$ cat src/common/robot_params.svh
`ifndef ROBOT_PARAMS_SVH
`define ROBOT_PARAMS_SVH

// Counter widths
`define SETTLE_W 25
`define INTERSECT_W 28

// Limits after reset, in clock cycles
`define SETTLE_DEFAULT 500000
`define INTERSECT_DEFAULT 20000000

// PWM timing and duty levels, in cycles per period
`define PWM_PERIOD 16
`define DUTY_FULL 16
`define DUTY_VEER 12
`define DUTY_HARD 4
`define DUTY_NINETY 8

`endif

$ cat src/common/robotSensePkg.sv
`default_nettype none

package robotSensePkg;

	// One sensor pair, 1 means over the line
	typedef struct packed {
		logic right;
		logic left;
	} sensePair;

	typedef enum logic {
		BACKWARDS = 1'b0,
		FORWARDS  = 1'b1
	} travelDir;

	// Direction controller FSM
	typedef enum logic [1:0] {
		NORMAL        = 2'b00,
		DEBOUNCE      = 2'b01, // Waiting for the pattern to settle
		CHANGE_DIR    = 2'b10,
		CHK_INTERSECT = 2'b11  // Front pair lost, look at middle pair
	} ctrlState;

endpackage

`default_nettype wire

$ cat src/common/robotDrivePkg.sv
`default_nettype none

package robotDrivePkg;

	// Upper two bits give the side, lower two the strength
	typedef enum logic [3:0] {
		PROCEED      = 4'b00_00,
		VEER_RIGHT   = 4'b10_01,
		HARD_RIGHT   = 4'b10_10,
		NINETY_RIGHT = 4'b10_11,
		VEER_LEFT    = 4'b01_01,
		HARD_LEFT    = 4'b01_10,
		NINETY_LEFT  = 4'b01_11,
		STOP         = 4'b11_11
	} steerCmd;

	// Configuration register select
	typedef enum logic {
		SETTLE_LIMIT    = 1'b0,
		INTERSECT_LIMIT = 1'b1
	} cfgAddr;

	// Per-wheel drive setting, latched once per PWM period
	typedef struct packed {
		logic [7:0] duty;    // High cycles per period
		logic       reverse; // Wheel spins backwards
	} wheelDrive;

endpackage

`default_nettype wire

$ cat src/common/senseIf.sv
`default_nettype none

// Cleaned sensor pairs and travel direction
interface senseIf;

	robotSensePkg::sensePair front;
	robotSensePkg::sensePair middle;
	robotSensePkg::sensePair rear;
	robotSensePkg::travelDir dir;

	modport source (
		output front,
		output middle,
		output rear,
		output dir
	);

	modport sink (
		input front,
		input middle,
		input rear,
		input dir
	);

endinterface

`default_nettype wire

$ cat src/hw/sensorFrontEnd.sv
`default_nettype none

module sensorFrontEnd (
	input wire logic clk,
	input wire logic reset,
	input wire logic rfs,
	input wire logic rrs,
	input wire logic rms,
	input wire logic lms,
	input wire logic lfs,
	input wire logic lrs,
	input wire logic direction,
	senseIf.source sense
);

	// Bit order per stage: front r/l, middle r/l, rear r/l, direction
	logic [6:0] rawBits;
	logic [2:0][6:0] syncChain;

	// Sensors pull low over the line
	assign rawBits = {~{rfs, lfs, rms, lms, rrs, lrs}, direction};

	////////////////////////////////////////////////////////////////////////////
	// Three-stage synchronizer
	////////////////////////////////////////////////////////////////////////////

	always_ff @(posedge clk) begin
		if (reset) begin
			syncChain <= '0;
		end else begin
			syncChain <= {syncChain[1:0], rawBits}; // Stage 0 takes the raw pins
		end
	end

	assign sense.front  = robotSensePkg::sensePair'(syncChain[2][6:5]);
	assign sense.middle = robotSensePkg::sensePair'(syncChain[2][4:3]);
	assign sense.rear   = robotSensePkg::sensePair'(syncChain[2][2:1]);
	assign sense.dir    = robotSensePkg::travelDir'(syncChain[2][0]);

endmodule

`default_nettype wire

$ cat src/steering/steerConfig.sv
`default_nettype none

`include "robot_params.svh"

module steerConfig (
	input wire logic clk,
	input wire logic reset,
	input wire logic cfgWrite,
	input wire robotDrivePkg::cfgAddr cfgSel,
	input wire logic [`INTERSECT_W-1:0] cfgData,
	output logic [`SETTLE_W-1:0] settleLimit,
	output logic [`INTERSECT_W-1:0] intersectLimit
);

	logic [`SETTLE_W-1:0] settleData;

	assign settleData = cfgData[`SETTLE_W-1:0]; // Settle limit is the narrower one

	always_ff @(posedge clk) begin
		if (reset) begin
			settleLimit    <= `SETTLE_W'(`SETTLE_DEFAULT);
			intersectLimit <= `INTERSECT_W'(`INTERSECT_DEFAULT);
		end else if (cfgWrite) begin
			case (cfgSel)
				robotDrivePkg::SETTLE_LIMIT: begin
					if (settleData != '0)
						settleLimit <= settleData;
				end
				robotDrivePkg::INTERSECT_LIMIT: begin
					if (cfgData != '0)
						intersectLimit <= cfgData;
				end
				default: ;
			endcase
		end
	end

	// A zero limit would stall the controller counters
	limitsNonZero: assert property (
		@(posedge clk) disable iff (reset)
		settleLimit != '0 && intersectLimit != '0
	);

endmodule

`default_nettype wire

$ cat src/steering/directionControl.sv
`default_nettype none

`include "robot_params.svh"

module directionControl (
	input wire logic clk,
	input wire logic reset,
	senseIf.sink sense,
	input wire logic [`SETTLE_W-1:0] settleLimit,
	input wire logic [`INTERSECT_W-1:0] intersectLimit,
	output robotDrivePkg::steerCmd steer
);

	robotSensePkg::ctrlState state;
	robotSensePkg::travelDir lastDir; // Direction last acted on

	logic [5:0] pattern;     // Front, middle, rear pairs
	logic [5:0] prevPattern;
	logic [5:0] snapshot;    // Pattern before the change
	logic [`SETTLE_W-1:0] settleCount;
	logic [`INTERSECT_W-1:0] intersectCount;

	assign pattern = {sense.front, sense.middle, sense.rear};

	// Held while idle, frozen once DEBOUNCE starts
	always_ff @(posedge clk) begin
		if (state == robotSensePkg::NORMAL)
			snapshot <= prevPattern;
	end

	////////////////////////////////////////////////////////////////////////////
	// Steering FSM
	////////////////////////////////////////////////////////////////////////////

	always_ff @(posedge clk) begin
		if (reset) begin
			state          <= robotSensePkg::NORMAL;
			steer          <= robotDrivePkg::STOP;
			lastDir        <= robotSensePkg::BACKWARDS;
			prevPattern    <= '0;
			settleCount    <= '0;
			intersectCount <= '0;
		end else begin
			prevPattern <= pattern;

			case (state)
				robotSensePkg::NORMAL: begin
					if (pattern != prevPattern || sense.dir != lastDir) begin
						state       <= robotSensePkg::DEBOUNCE;
						settleCount <= '0;
					end
				end

				robotSensePkg::DEBOUNCE: begin
					if (pattern == snapshot && sense.dir == lastDir)
						state <= robotSensePkg::NORMAL; // Glitch, keep steer
					else if (settleCount >= settleLimit - 1'b1)
						state <= robotSensePkg::CHANGE_DIR;
					else
						settleCount <= settleCount + 1'b1;
				end

				robotSensePkg::CHANGE_DIR: begin
					lastDir        <= sense.dir;
					intersectCount <= '0;
					state          <= robotSensePkg::NORMAL;
					if (sense.dir == robotSensePkg::FORWARDS) begin
						case (sense.front)
							2'b11: steer <= robotDrivePkg::PROCEED;
							2'b10: steer <= robotDrivePkg::HARD_RIGHT;
							2'b01: steer <= robotDrivePkg::HARD_LEFT;
							default: state <= robotSensePkg::CHK_INTERSECT;
						endcase
					end else begin
						// Backwards only veers
						case (sense.rear)
							2'b11: steer <= robotDrivePkg::PROCEED;
							2'b01: steer <= robotDrivePkg::VEER_LEFT;
							2'b10: steer <= robotDrivePkg::VEER_RIGHT;
							default: state <= robotSensePkg::CHK_INTERSECT;
						endcase
					end
				end

				robotSensePkg::CHK_INTERSECT: begin
					if (sense.middle == 2'b11 || intersectCount >= intersectLimit) begin
						steer <= robotDrivePkg::STOP; // Crossing or line end
						state <= robotSensePkg::NORMAL;
					end else if (sense.front != 2'b00) begin
						state <= robotSensePkg::CHANGE_DIR;
					end else begin
						case (sense.middle)
							2'b01: steer <= robotDrivePkg::NINETY_LEFT;
							2'b10: steer <= robotDrivePkg::NINETY_RIGHT;
							default: begin
								steer          <= robotDrivePkg::PROCEED;
								intersectCount <= intersectCount + 1'b1;
							end
						endcase
					end
				end

				default: state <= robotSensePkg::NORMAL;
			endcase
		end
	end

	// Assertions

	steerKnown: assert property (
		@(posedge clk) disable iff (reset)
		!$isunknown(steer)
	);

	// Count restarts on entry, so this bounds the DEBOUNCE length
	debounceBounded: assert property (
		@(posedge clk) disable iff (reset)
		state == robotSensePkg::DEBOUNCE |-> settleCount < settleLimit
	);

endmodule

`default_nettype wire

$ cat src/hw/motorDrive.sv
`default_nettype none

`include "robot_params.svh"

module motorDrive (
	input wire logic clk,
	input wire logic reset,
	input wire robotDrivePkg::steerCmd steer,
	output logic leftPwm,
	output logic rightPwm,
	output logic leftReverse,
	output logic rightReverse
);

	localparam int CntW = $clog2(`PWM_PERIOD);

	logic [CntW-1:0] pwmCount;
	logic periodEnd;
	robotDrivePkg::wheelDrive leftDrive, rightDrive;
	robotDrivePkg::wheelDrive nextLeft, nextRight;

	assign periodEnd = (pwmCount == CntW'(`PWM_PERIOD - 1));

	////////////////////////////////////////////////////////////////////////////
	// Command decode
	////////////////////////////////////////////////////////////////////////////

	always_comb begin
		nextLeft  = '{duty: 8'(`DUTY_FULL), reverse: 1'b0};
		nextRight = '{duty: 8'(`DUTY_FULL), reverse: 1'b0};
		case (steer)
			robotDrivePkg::PROCEED: ;
			robotDrivePkg::VEER_RIGHT: nextRight.duty = 8'(`DUTY_VEER);
			robotDrivePkg::HARD_RIGHT: nextRight.duty = 8'(`DUTY_HARD);
			robotDrivePkg::VEER_LEFT:  nextLeft.duty  = 8'(`DUTY_VEER);
			robotDrivePkg::HARD_LEFT:  nextLeft.duty  = 8'(`DUTY_HARD);
			robotDrivePkg::NINETY_RIGHT: begin
				nextLeft  = '{duty: 8'(`DUTY_NINETY), reverse: 1'b0};
				nextRight = '{duty: 8'(`DUTY_NINETY), reverse: 1'b1}; // Pivot right
			end
			robotDrivePkg::NINETY_LEFT: begin
				nextLeft  = '{duty: 8'(`DUTY_NINETY), reverse: 1'b1};
				nextRight = '{duty: 8'(`DUTY_NINETY), reverse: 1'b0};
			end
			default: begin // STOP
				nextLeft  = '0;
				nextRight = '0;
			end
		endcase
	end

	// Period counter, drive latched only at the wrap
	always_ff @(posedge clk) begin
		if (reset) begin
			pwmCount   <= '0;
			leftDrive  <= '0;
			rightDrive <= '0;
		end else begin
			pwmCount <= periodEnd ? '0 : pwmCount + 1'b1;
			if (periodEnd) begin
				leftDrive  <= nextLeft;
				rightDrive <= nextRight;
			end
		end
	end

	// High for the first duty cycles of the period
	assign leftPwm      = (8'(pwmCount) < leftDrive.duty);
	assign rightPwm     = (8'(pwmCount) < rightDrive.duty);
	assign leftReverse  = leftDrive.reverse;
	assign rightReverse = rightDrive.reverse;

	dutyInRange: assert property (
		@(posedge clk) disable iff (reset)
		leftDrive.duty <= 8'(`PWM_PERIOD) && rightDrive.duty <= 8'(`PWM_PERIOD)
	);

endmodule

`default_nettype wire

$ cat src/hw/lineFollowerTop.sv
`default_nettype none

`include "robot_params.svh"

module lineFollowerTop (
	input wire logic clk,
	input wire logic reset,
	input wire logic rfs,
	input wire logic rrs,
	input wire logic rms,
	input wire logic lms,
	input wire logic lfs,
	input wire logic lrs,
	input wire logic direction,
	input wire logic cfgWrite,
	input wire robotDrivePkg::cfgAddr cfgSel,
	input wire logic [`INTERSECT_W-1:0] cfgData,
	output robotDrivePkg::steerCmd steer,
	output logic leftPwm,
	output logic rightPwm,
	output logic leftReverse,
	output logic rightReverse
);

	logic [`SETTLE_W-1:0] settleLimit;
	logic [`INTERSECT_W-1:0] intersectLimit;

	senseIf sense ();

	sensorFrontEnd frontEnd (
		.clk(clk),
		.reset(reset),
		.rfs(rfs),
		.rrs(rrs),
		.rms(rms),
		.lms(lms),
		.lfs(lfs),
		.lrs(lrs),
		.direction(direction),
		.sense(sense.source)
	);

	steerConfig config0 (
		.clk(clk),
		.reset(reset),
		.cfgWrite(cfgWrite),
		.cfgSel(cfgSel),
		.cfgData(cfgData),
		.settleLimit(settleLimit),
		.intersectLimit(intersectLimit)
	);

	directionControl dirCtrl (
		.clk(clk),
		.reset(reset),
		.sense(sense.sink),
		.settleLimit(settleLimit),
		.intersectLimit(intersectLimit),
		.steer(steer)
	);

	motorDrive motors (
		.clk(clk),
		.reset(reset),
		.steer(steer),
		.leftPwm(leftPwm),
		.rightPwm(rightPwm),
		.leftReverse(leftReverse),
		.rightReverse(rightReverse)
	);

endmodule

`default_nettype wire

$ cat config.mk
export PLATFORM = sky130hd
export DESIGN_NAME = lineFollowerTop
export DESIGN_NICKNAME = d
export VERILOG_FILES = /design/src/common/robotSensePkg.sv /design/src/common/robotDrivePkg.sv /design/src/common/senseIf.sv /design/src/hw/sensorFrontEnd.sv /design/src/steering/steerConfig.sv /design/src/steering/directionControl.sv /design/src/hw/motorDrive.sv /design/src/hw/lineFollowerTop.sv
export VERILOG_INCLUDE_DIRS = /design/src /design/src/common
export SDC_FILE = /design/constraint.sdc
export NUM_CORES = 1
export LEC_CHECK = 0
export BUFFER_PORTS_ARGS = -buffer_cell sky130_fd_sc_hd__buf_2
export CAP_MARGIN = 20
export CORE_AREA = 8 8 117 140
export DETAILED_ROUTE_END_ITERATION = 8
export DIE_AREA = 0 0 125 148
export GPL_TIMING_DRIVEN = 0
export PLACE_DENSITY = 0.79
export RECOVER_POWER = 100
export SYNTH_ARGS = -nofsm -noshare
export SYNTH_HDL_FRONTEND = slang
export SYNTH_SLANG_ARGS = --single-unit
$ cat constraint.sdc
create_clock -name clk -period 4.6 [get_ports clk]
set_clock_uncertainty 0.1 [all_clocks]
set_input_delay 0 -clock clk [delete_from_list [all_inputs] [get_ports clk]]
set_output_delay 0 -clock clk [all_outputs]
set_load 0.1 [all_outputs]
==> impl_metrics.py, run 1 <==
metrics = {
    "setup_path": {
        "critPathKind": "reg -> reg",
        "crit_arrival_ps": 4670,
        "regToRegSetupSlack_ps": 180,
        "crit_top_cell": "nor4_1",
        "path_max_fanout": 10,
        "crit_path_end": "dirCtrl.settleCount[20]",
        "critPathSlowestCell": "or4_1",
        "cp.depth": 15,
        "critical_path_required_ps": 4860,
        "critPathBufInv": 1,
        "timing.rr.start": "config0.settleLimit[2]",
        "crit_path_start_kind": "register",
        "rr_worst_depth": 15,
        "timing.rr.end": "dirCtrl.settleCount[20]",
        "path_cells": "nor4_1 -> nand2_1 -> nor4_1 -> nand2_1 -> nor4_1 -> xnor2_1 -> ha_1 -> a21o_1 -> a21o_1 -> a211oi_1 -> o211ai_1 -> o31a_1 -> clkbuf_2 -> or4_1 -> a21oi_1",
        "worstSetupEndpointType": "register",
        "crit_family": "simple AND/OR/NAND/NOR gates",
        "slowest_delay_ps": 540,
        "cp-startpoint": "config0.settleLimit[2]",
    },
    "yosys": {
        "ys_types": 65,
        "synth-edff-count": 6,
        "yosysWarnings": 0,
        "synth_ff_type": "dfxtp_1",
        "ys_seq_area_share_pct": 37.66,
        "avgSynthCellArea_sq_um": 8.769,
        "synth-seq-cells": 158,
        "syn_inst": 976,
        "synth_area_sq_um": 8558,
        "synthArstFlopShare_pct": 0,
        "synth_nets": 1087,
    },
    "drt": {
        "m1WireLength_mm": 9.506,
        "dr.first_iter.drc_count": 554,
        "drt_first_pass_iters": 5,
        "avgViaCountPerCell": 6.110,
        "wl_per_cell_microns": 18.18,
        "antenna_left": 0,
        "drc": 0,
        "dr_wl_met2_mm": 11.36,
        "finalWirelength_mm": 23.05,
        "vias": 7747,
        "route.met3.wl_mm": 1.182,
        "top_layer_used": "met4",
    },
    "timing": {
        "min_period_ps": 4417,
        "tightest_slew_ps": 1168,
        "timing.fmax_mhz": 226.4,
        "max_slew_margin_pct": 22.50,
        "rsz0062_at_grt": "no",
        "fin_crit_sh_pct": 96.03,
        "finalHoldViolCount": 0,
        "setup_tns_ps": 0,
        "setup-violations-final": 0,
        "slew_viol_final": 0,
    },
    "die": {
        "die_area_sq_um": 18500,
        "dieWidth_microns": 125,
        "fp.dieH_microns": 148,
        "start_util_pct": 60.38,
        "ios": 47,
        "core_region_area_sq_um": 14170,
        "num_rows": 48,
    },
    "clocking": {
        "cts_tree": "built",
        "clock_latency_ps": 440,
        "cts_inserted_buffers": 17,
        "cts.sinks": 158,
        "path_clk_slew_ps": 70,
        "clock-root-buffer": "clkbuf_16",
        "clk_path_buf_depth": 2,
        "htree_levels": 4,
    },
    "final_layout": {
        "utilization_pct": 70.57,
        "layout-drive-gt1-share_pct": 7.868,
        "diodes": 0,
        "areaGrowthSynthToFinish_pct": 16.87,
        "stdcell_area_sq_um": 10000,
        "layout.nets": 1191,
    },
    "global_routing": {
        "grt_max_degree": 18,
        "grt_use_total_pct": 24.97,
        "antenna_found_initial": 0,
        "grt_overflow": 0,
        "grt_pass1_wl_mm": 37.41,
        "first_global_vias": 7647,
    },
    "pwr": {
        "ir_worst_vdd_uv": 286.9,
        "power_density_nw_per_um2": 330.4,
        "power.leakage_nw": 4.078,
    },
    "status": {
        "status": "finished clean",
    },
    "placement": {
        "dpl-instance-area_sq_um": 9007,
        "dp_hpwl_mm": 16.26,
        "finalWeightedCongestion": 0.8495,
        "port_buffers": 46,
    },
    "job": {
        "drv_cap": 0,
    },
    "worst_hold_path": {
        "hold_class": "in -> reg",
    },
}
-- synthesized netlist by cell type, drive strengths merged, types with 23 or more instances --
cell / instances / area, sq um
nand4: 24 / 150.1
ha: 72 / 900.9
nand3: 35 / 175.2
clkbuf: 26 / 97.59
mux2i: 55 / 550.5
a21oi: 65 / 325.3
or4: 29 / 217.7
nor2: 97 / 364.1
nand2: 72 / 270.3
xnor2: 29 / 254.0
o21ai: 23 / 115.1
inv: 54 / 202.7
o31ai: 25 / 187.7
dfxtp: 152 / 3043
-- worst min path at each step --
| stage | startpoint | to | slack [ps] | cells after the start |
|---|---|---|---|---|
| after floorplan | rfs | frontEnd.syncChain[6] | -30 | 1 |
| after CTS | cfgSel | config0.intersectLimit[4] | 110 | 5 |
| after global routing | lfs | frontEnd.syncChain[5] | 140 | 3 |
| after global placement | lms | frontEnd.syncChain[3] | 60 | 2 |
| final | lrs | frontEnd.syncChain[1] | 140 | 3 |
| after detailed placement | rrs | frontEnd.syncChain[2] | 60 | 2 |
-- cells by family (layout without fill, tap and decap cells) --
kind of cell	after synthesis	after routing	share of synthesized area, %
adders and majority gates	72	72	10.53
DFF	158	158	37.66
AOI/OAI and AO/OA	178	178	13.73
buffers and inverters	96	213	4.576
xor gates and xnor gates	41	41	4.196
muxes	57	57	6.696
and+or+nand+nor	374	374	22.62
-- metal layers --
metal	vias up	track usage [%]
met3	85	5.189
met5	-	0
met4	0	13.36
met1	3648	28.13
li1	3756	-
met2	258	43.56
-- stage by stage --
stage / setup WS, ps / power [W] / hold WS [ps] / instances
2_1_floorplan: 667.1 / 0.001706 / -33.31 / 976
3_3_place_gp: 212.5 / 0.001805 / 55.84 / 1197
3_5_place_dp: 191.8 / 0.001815 / 58.16 / 1197
4_1_cts: 150.6 / 0.003302 / 107.4 / 1268
5_1_grt: 24.45 / 0.003407 / 144.0 / 1268
6_report: 182.6 / 0.003304 / 141.2 / 1268
-- power by group --
group / leakage (nW) / internal, W / switching (W)
Clock: 0.309 / 0.000834 / 0.000651
Sequential: 1.30 / 0.00142 / 0.0000403
Combinational: 2.47 / 0.000138 / 0.000217
Total: 4.08 / 0.00240 / 0.000908
-- tightest hold or removal path, delay by kind of cell --
family / cells / cell delay [ps]
buf+inv: 2 / 610
simple gates: 1 / 30
-- layout make-up --
type	instances	area, sq um
clock inverter	15	200.2
inverter	54	202.7
fill	1099	4172
tap	175	219.0
sequential	158	3223
buffer	42	170.2
clock buffer	17	425.4
timing repair buffer	85	608.1
multi-input combinational	722	4954
-- registers in the layout, indices dropped and copies added, names as in the netlist, 3 cells and up --
signal                  count
motors.pwmCount             4
dirCtrl.snapshot            6
motors.rightDrive           3
motors.leftDrive            3
dirCtrl.intersectCount     28
frontEnd.syncChain         14
config0.settleLimit        25
dirCtrl.steer               4
config0.intersectLimit     28
dirCtrl.settleCount        25
dirCtrl.prevPattern         6
-- cells in the final DEF (no fill, tap or decap), types with 25 or more instances in the layout --
cell type / n
clkbuf_1: 47
buf_2: 38
inv_1: 54
a21oi_1: 65
nor2_1: 97
dfxtp_1: 152
xnor2_1: 29
mux2i_1: 55
nand2_1: 72
nand3_1: 35
dlygate4sd3_1: 39
or4_1: 29
ha_1: 72
o31ai_1: 25
-- timing repair --
| item | 4_1_cts | 5_1_grt |
|---|---|---|
| hold buffers | 39 | 0 |
| endpoints found under the setup margin | 0 | 20 |
| endpoints found under the hold margin | 66 | 0 |
| setup buffers | 0 | 0 |
| resized for setup | 0 | 5 |
Power figures use the tool's default switching activity.
==> run 2, diff against run 1 <==
--- a/config.mk
+++ b/config.mk
@@ -12,6 +12,7 @@
 export DETAILED_ROUTE_END_ITERATION = 8
 export DIE_AREA = 0 0 125 148
 export GPL_TIMING_DRIVEN = 0
+export HOLD_SLACK_MARGIN = 0.15
 export PLACE_DENSITY = 0.79
 export RECOVER_POWER = 100
 export SYNTH_ARGS = -nofsm -noshare
==> run 2 against run 1 <==
Compared with the run above:
- sequential share of layout area decreased by 0.35 points
- fmax about the same
- register-to-register slack about the same
- critical path type unchanged
==> impl_metrics.py, run 2 (synthesized netlist as in run 1, its figures left out) <==
metrics = {
    "timing": {
        "min_period_ps": 4421,
        "timing.fmax_mhz": 226.2,
        "slew_viol_final": 0,
        "setup-violations-final": 0,
        "finalHoldViolCount": 0,
        "max_slew_margin_pct": 22.50,
        "rsz0062_at_grt": "no",
        "tightest_slew_ps": 1168,
        "setup_tns_ps": 0,
        "fin_crit_sh_pct": 96.12,
    },
    "die": {
        "ios": 47,
        "start_util_pct": 60.38,
        "fp.dieH_microns": 148,
        "dieWidth_microns": 125,
        "die_area_sq_um": 18500,
        "num_rows": 48,
        "core_region_area_sq_um": 14170,
    },
    "pwr": {
        "power.leakage_nw": 4.114,
        "power_density_nw_per_um2": 327.4,
        "ir_worst_vdd_uv": 286.7,
        "power_w": 0.003311,
    },
    "clocking": {
        "post_cts_buffers": 0,
        "cts_inserted_buffers": 17,
        "clk_path_buf_depth": 2,
        "clock-root-buffer": "clkbuf_16",
        "path_clk_slew_ps": 70,
        "cts.sinks": 158,
        "clock_latency_ps": 430,
        "cts_tree": "built",
        "htree_levels": 4,
    },
    "worst_hold_path": {
        "hold_path_end": "frontEnd.syncChain[2]",
        "min_from": "rrs",
        "hold_depth": 3,
        "hold_class": "in -> reg",
    },
    "setup_path": {
        "worstSetupEndpointType": "register",
        "timing.rr.start": "config0.settleLimit[2]",
        "crit_path_start_kind": "register",
        "regToRegSetupSlack_ps": 180,
        "critical_path_required_ps": 4850,
        "timing.rr.end": "dirCtrl.settleCount[20]",
        "path_max_fanout": 10,
        "crit_arrival_ps": 4670,
        "critPathKind": "reg -> reg",
        "rr_worst_depth": 15,
    },
    "drt": {
        "finalWirelength_mm": 23.50,
        "drc": 0,
        "dr.first_iter.drc_count": 543,
        "vias": 7840,
        "drt_first_pass_iters": 5,
        "antenna_left": 0,
        "avgViaCountPerCell": 6.130,
        "wl_per_cell_microns": 18.37,
    },
    "final_layout": {
        "multi_input_comb_area_sq_um": 4954,
        "instances_no_fill": 1279,
        "areaGrowthSynthToFinish_pct": 18.16,
        "layout_common_cells": "dfxtp_1 (152), nor2_1 (97), nand2_1 (72), ha_1 (72), a21oi_1 (65)",
        "utilization_pct": 71.35,
        "layout-drive-gt1-share_pct": 7.790,
        "regArea_sq_um": 3223,
        "fill_cells": 1070,
        "final_common_cell": "dfxtp_1",
        "top_regs": "config0.intersectLimit x28, dirCtrl.intersectCount x28",
        "diodes": 0,
        "layout.nets": 1202,
    },
    "status": {
        "status": "finished clean",
    },
    "global_routing": {
        "first_global_vias": 7782,
        "grt_use_total_pct": 25.35,
        "grt_overflow": 0,
        "grt_max_degree": 18,
        "antenna_found_initial": 0,
        "grt_pass1_wl_mm": 38.00,
    },
    "job": {
        "drv_cap": 0,
    },
    "placement": {
        "dp_hpwl_mm": 16.26,
        "finalWeightedCongestion": 0.8495,
        "port_buffers": 46,
        "placedCellCount": 1197,
    },
}
run 2: per-stage QoR:
stage               instance area [sq um]  hold WS [ps]  setup WS [ps]
floorplan                            8558        -33.31          667.1
detailed placement                   9007         58.16          191.8
CTS                                 10130         152.5          150.6
global placement                     9007         55.84          212.5
global route                        10110         154.8          10.11
finish                              10110         152.0          178.7
run 2: worst max-delay path, cell delays in order, from the launching register on:
cell	delay, ps
dfxtp_1	360
nor4_1	370
nand2_1	180
nor4_1	350
nand2_1	140
nor4_1	260
xnor2_1	220
ha_1	300
a21o_1	160
a21o_1	170
a211oi_1	270
o211ai_1	180
o31a_1	350
clkbuf_2	220
or4_1	540
a21oi_1	170
run 2: timing repair:
action                                  CTS  global route
hold endpoints to repair                 68             0
gates resized for setup                   0             5
endpoints found under the setup margin    0            22
hold buffers                             50             0
run 2: final cells by class:
cell class	instances	share of cell area (%)
inverters	54	2.004
clock buffers	17	4.207
multi-input cells	722	48.99
plain buffers	42	1.683
repair buffers	96	7.102
flip-flops and latches	158	31.87
clock inverters	15	1.980
well taps	175	2.165
run 2: power breakdown:
group	internal [W]	total (W)	switching, W
Sequential	0.00142	0.00147	0.0000405
Clock	0.000834	0.00148	0.000646
Combinational	0.000144	0.000365	0.000221
run 2: worst max-delay path by stage:
stage                           startpoint                 endpoint  slack [ps]
finish              config0.settleLimit[2]  dirCtrl.settleCount[20]         180
global route        config0.settleLimit[2]  dirCtrl.settleCount[20]          10
CTS                 config0.settleLimit[2]         dirCtrl.state[0]         150
detailed placement  config0.settleLimit[2]         dirCtrl.state[0]         190
global placement    config0.settleLimit[2]         dirCtrl.state[0]         210
floorplan           config0.settleLimit[2]  dirCtrl.settleCount[10]         670
run 2: layer usage:
layer  GRT usage (%)  part of all wire (%)
met1           28.48                    41
met2           43.78                    49
met3           5.009                   4.7
met4           15.25                   4.8
met5               0                     0
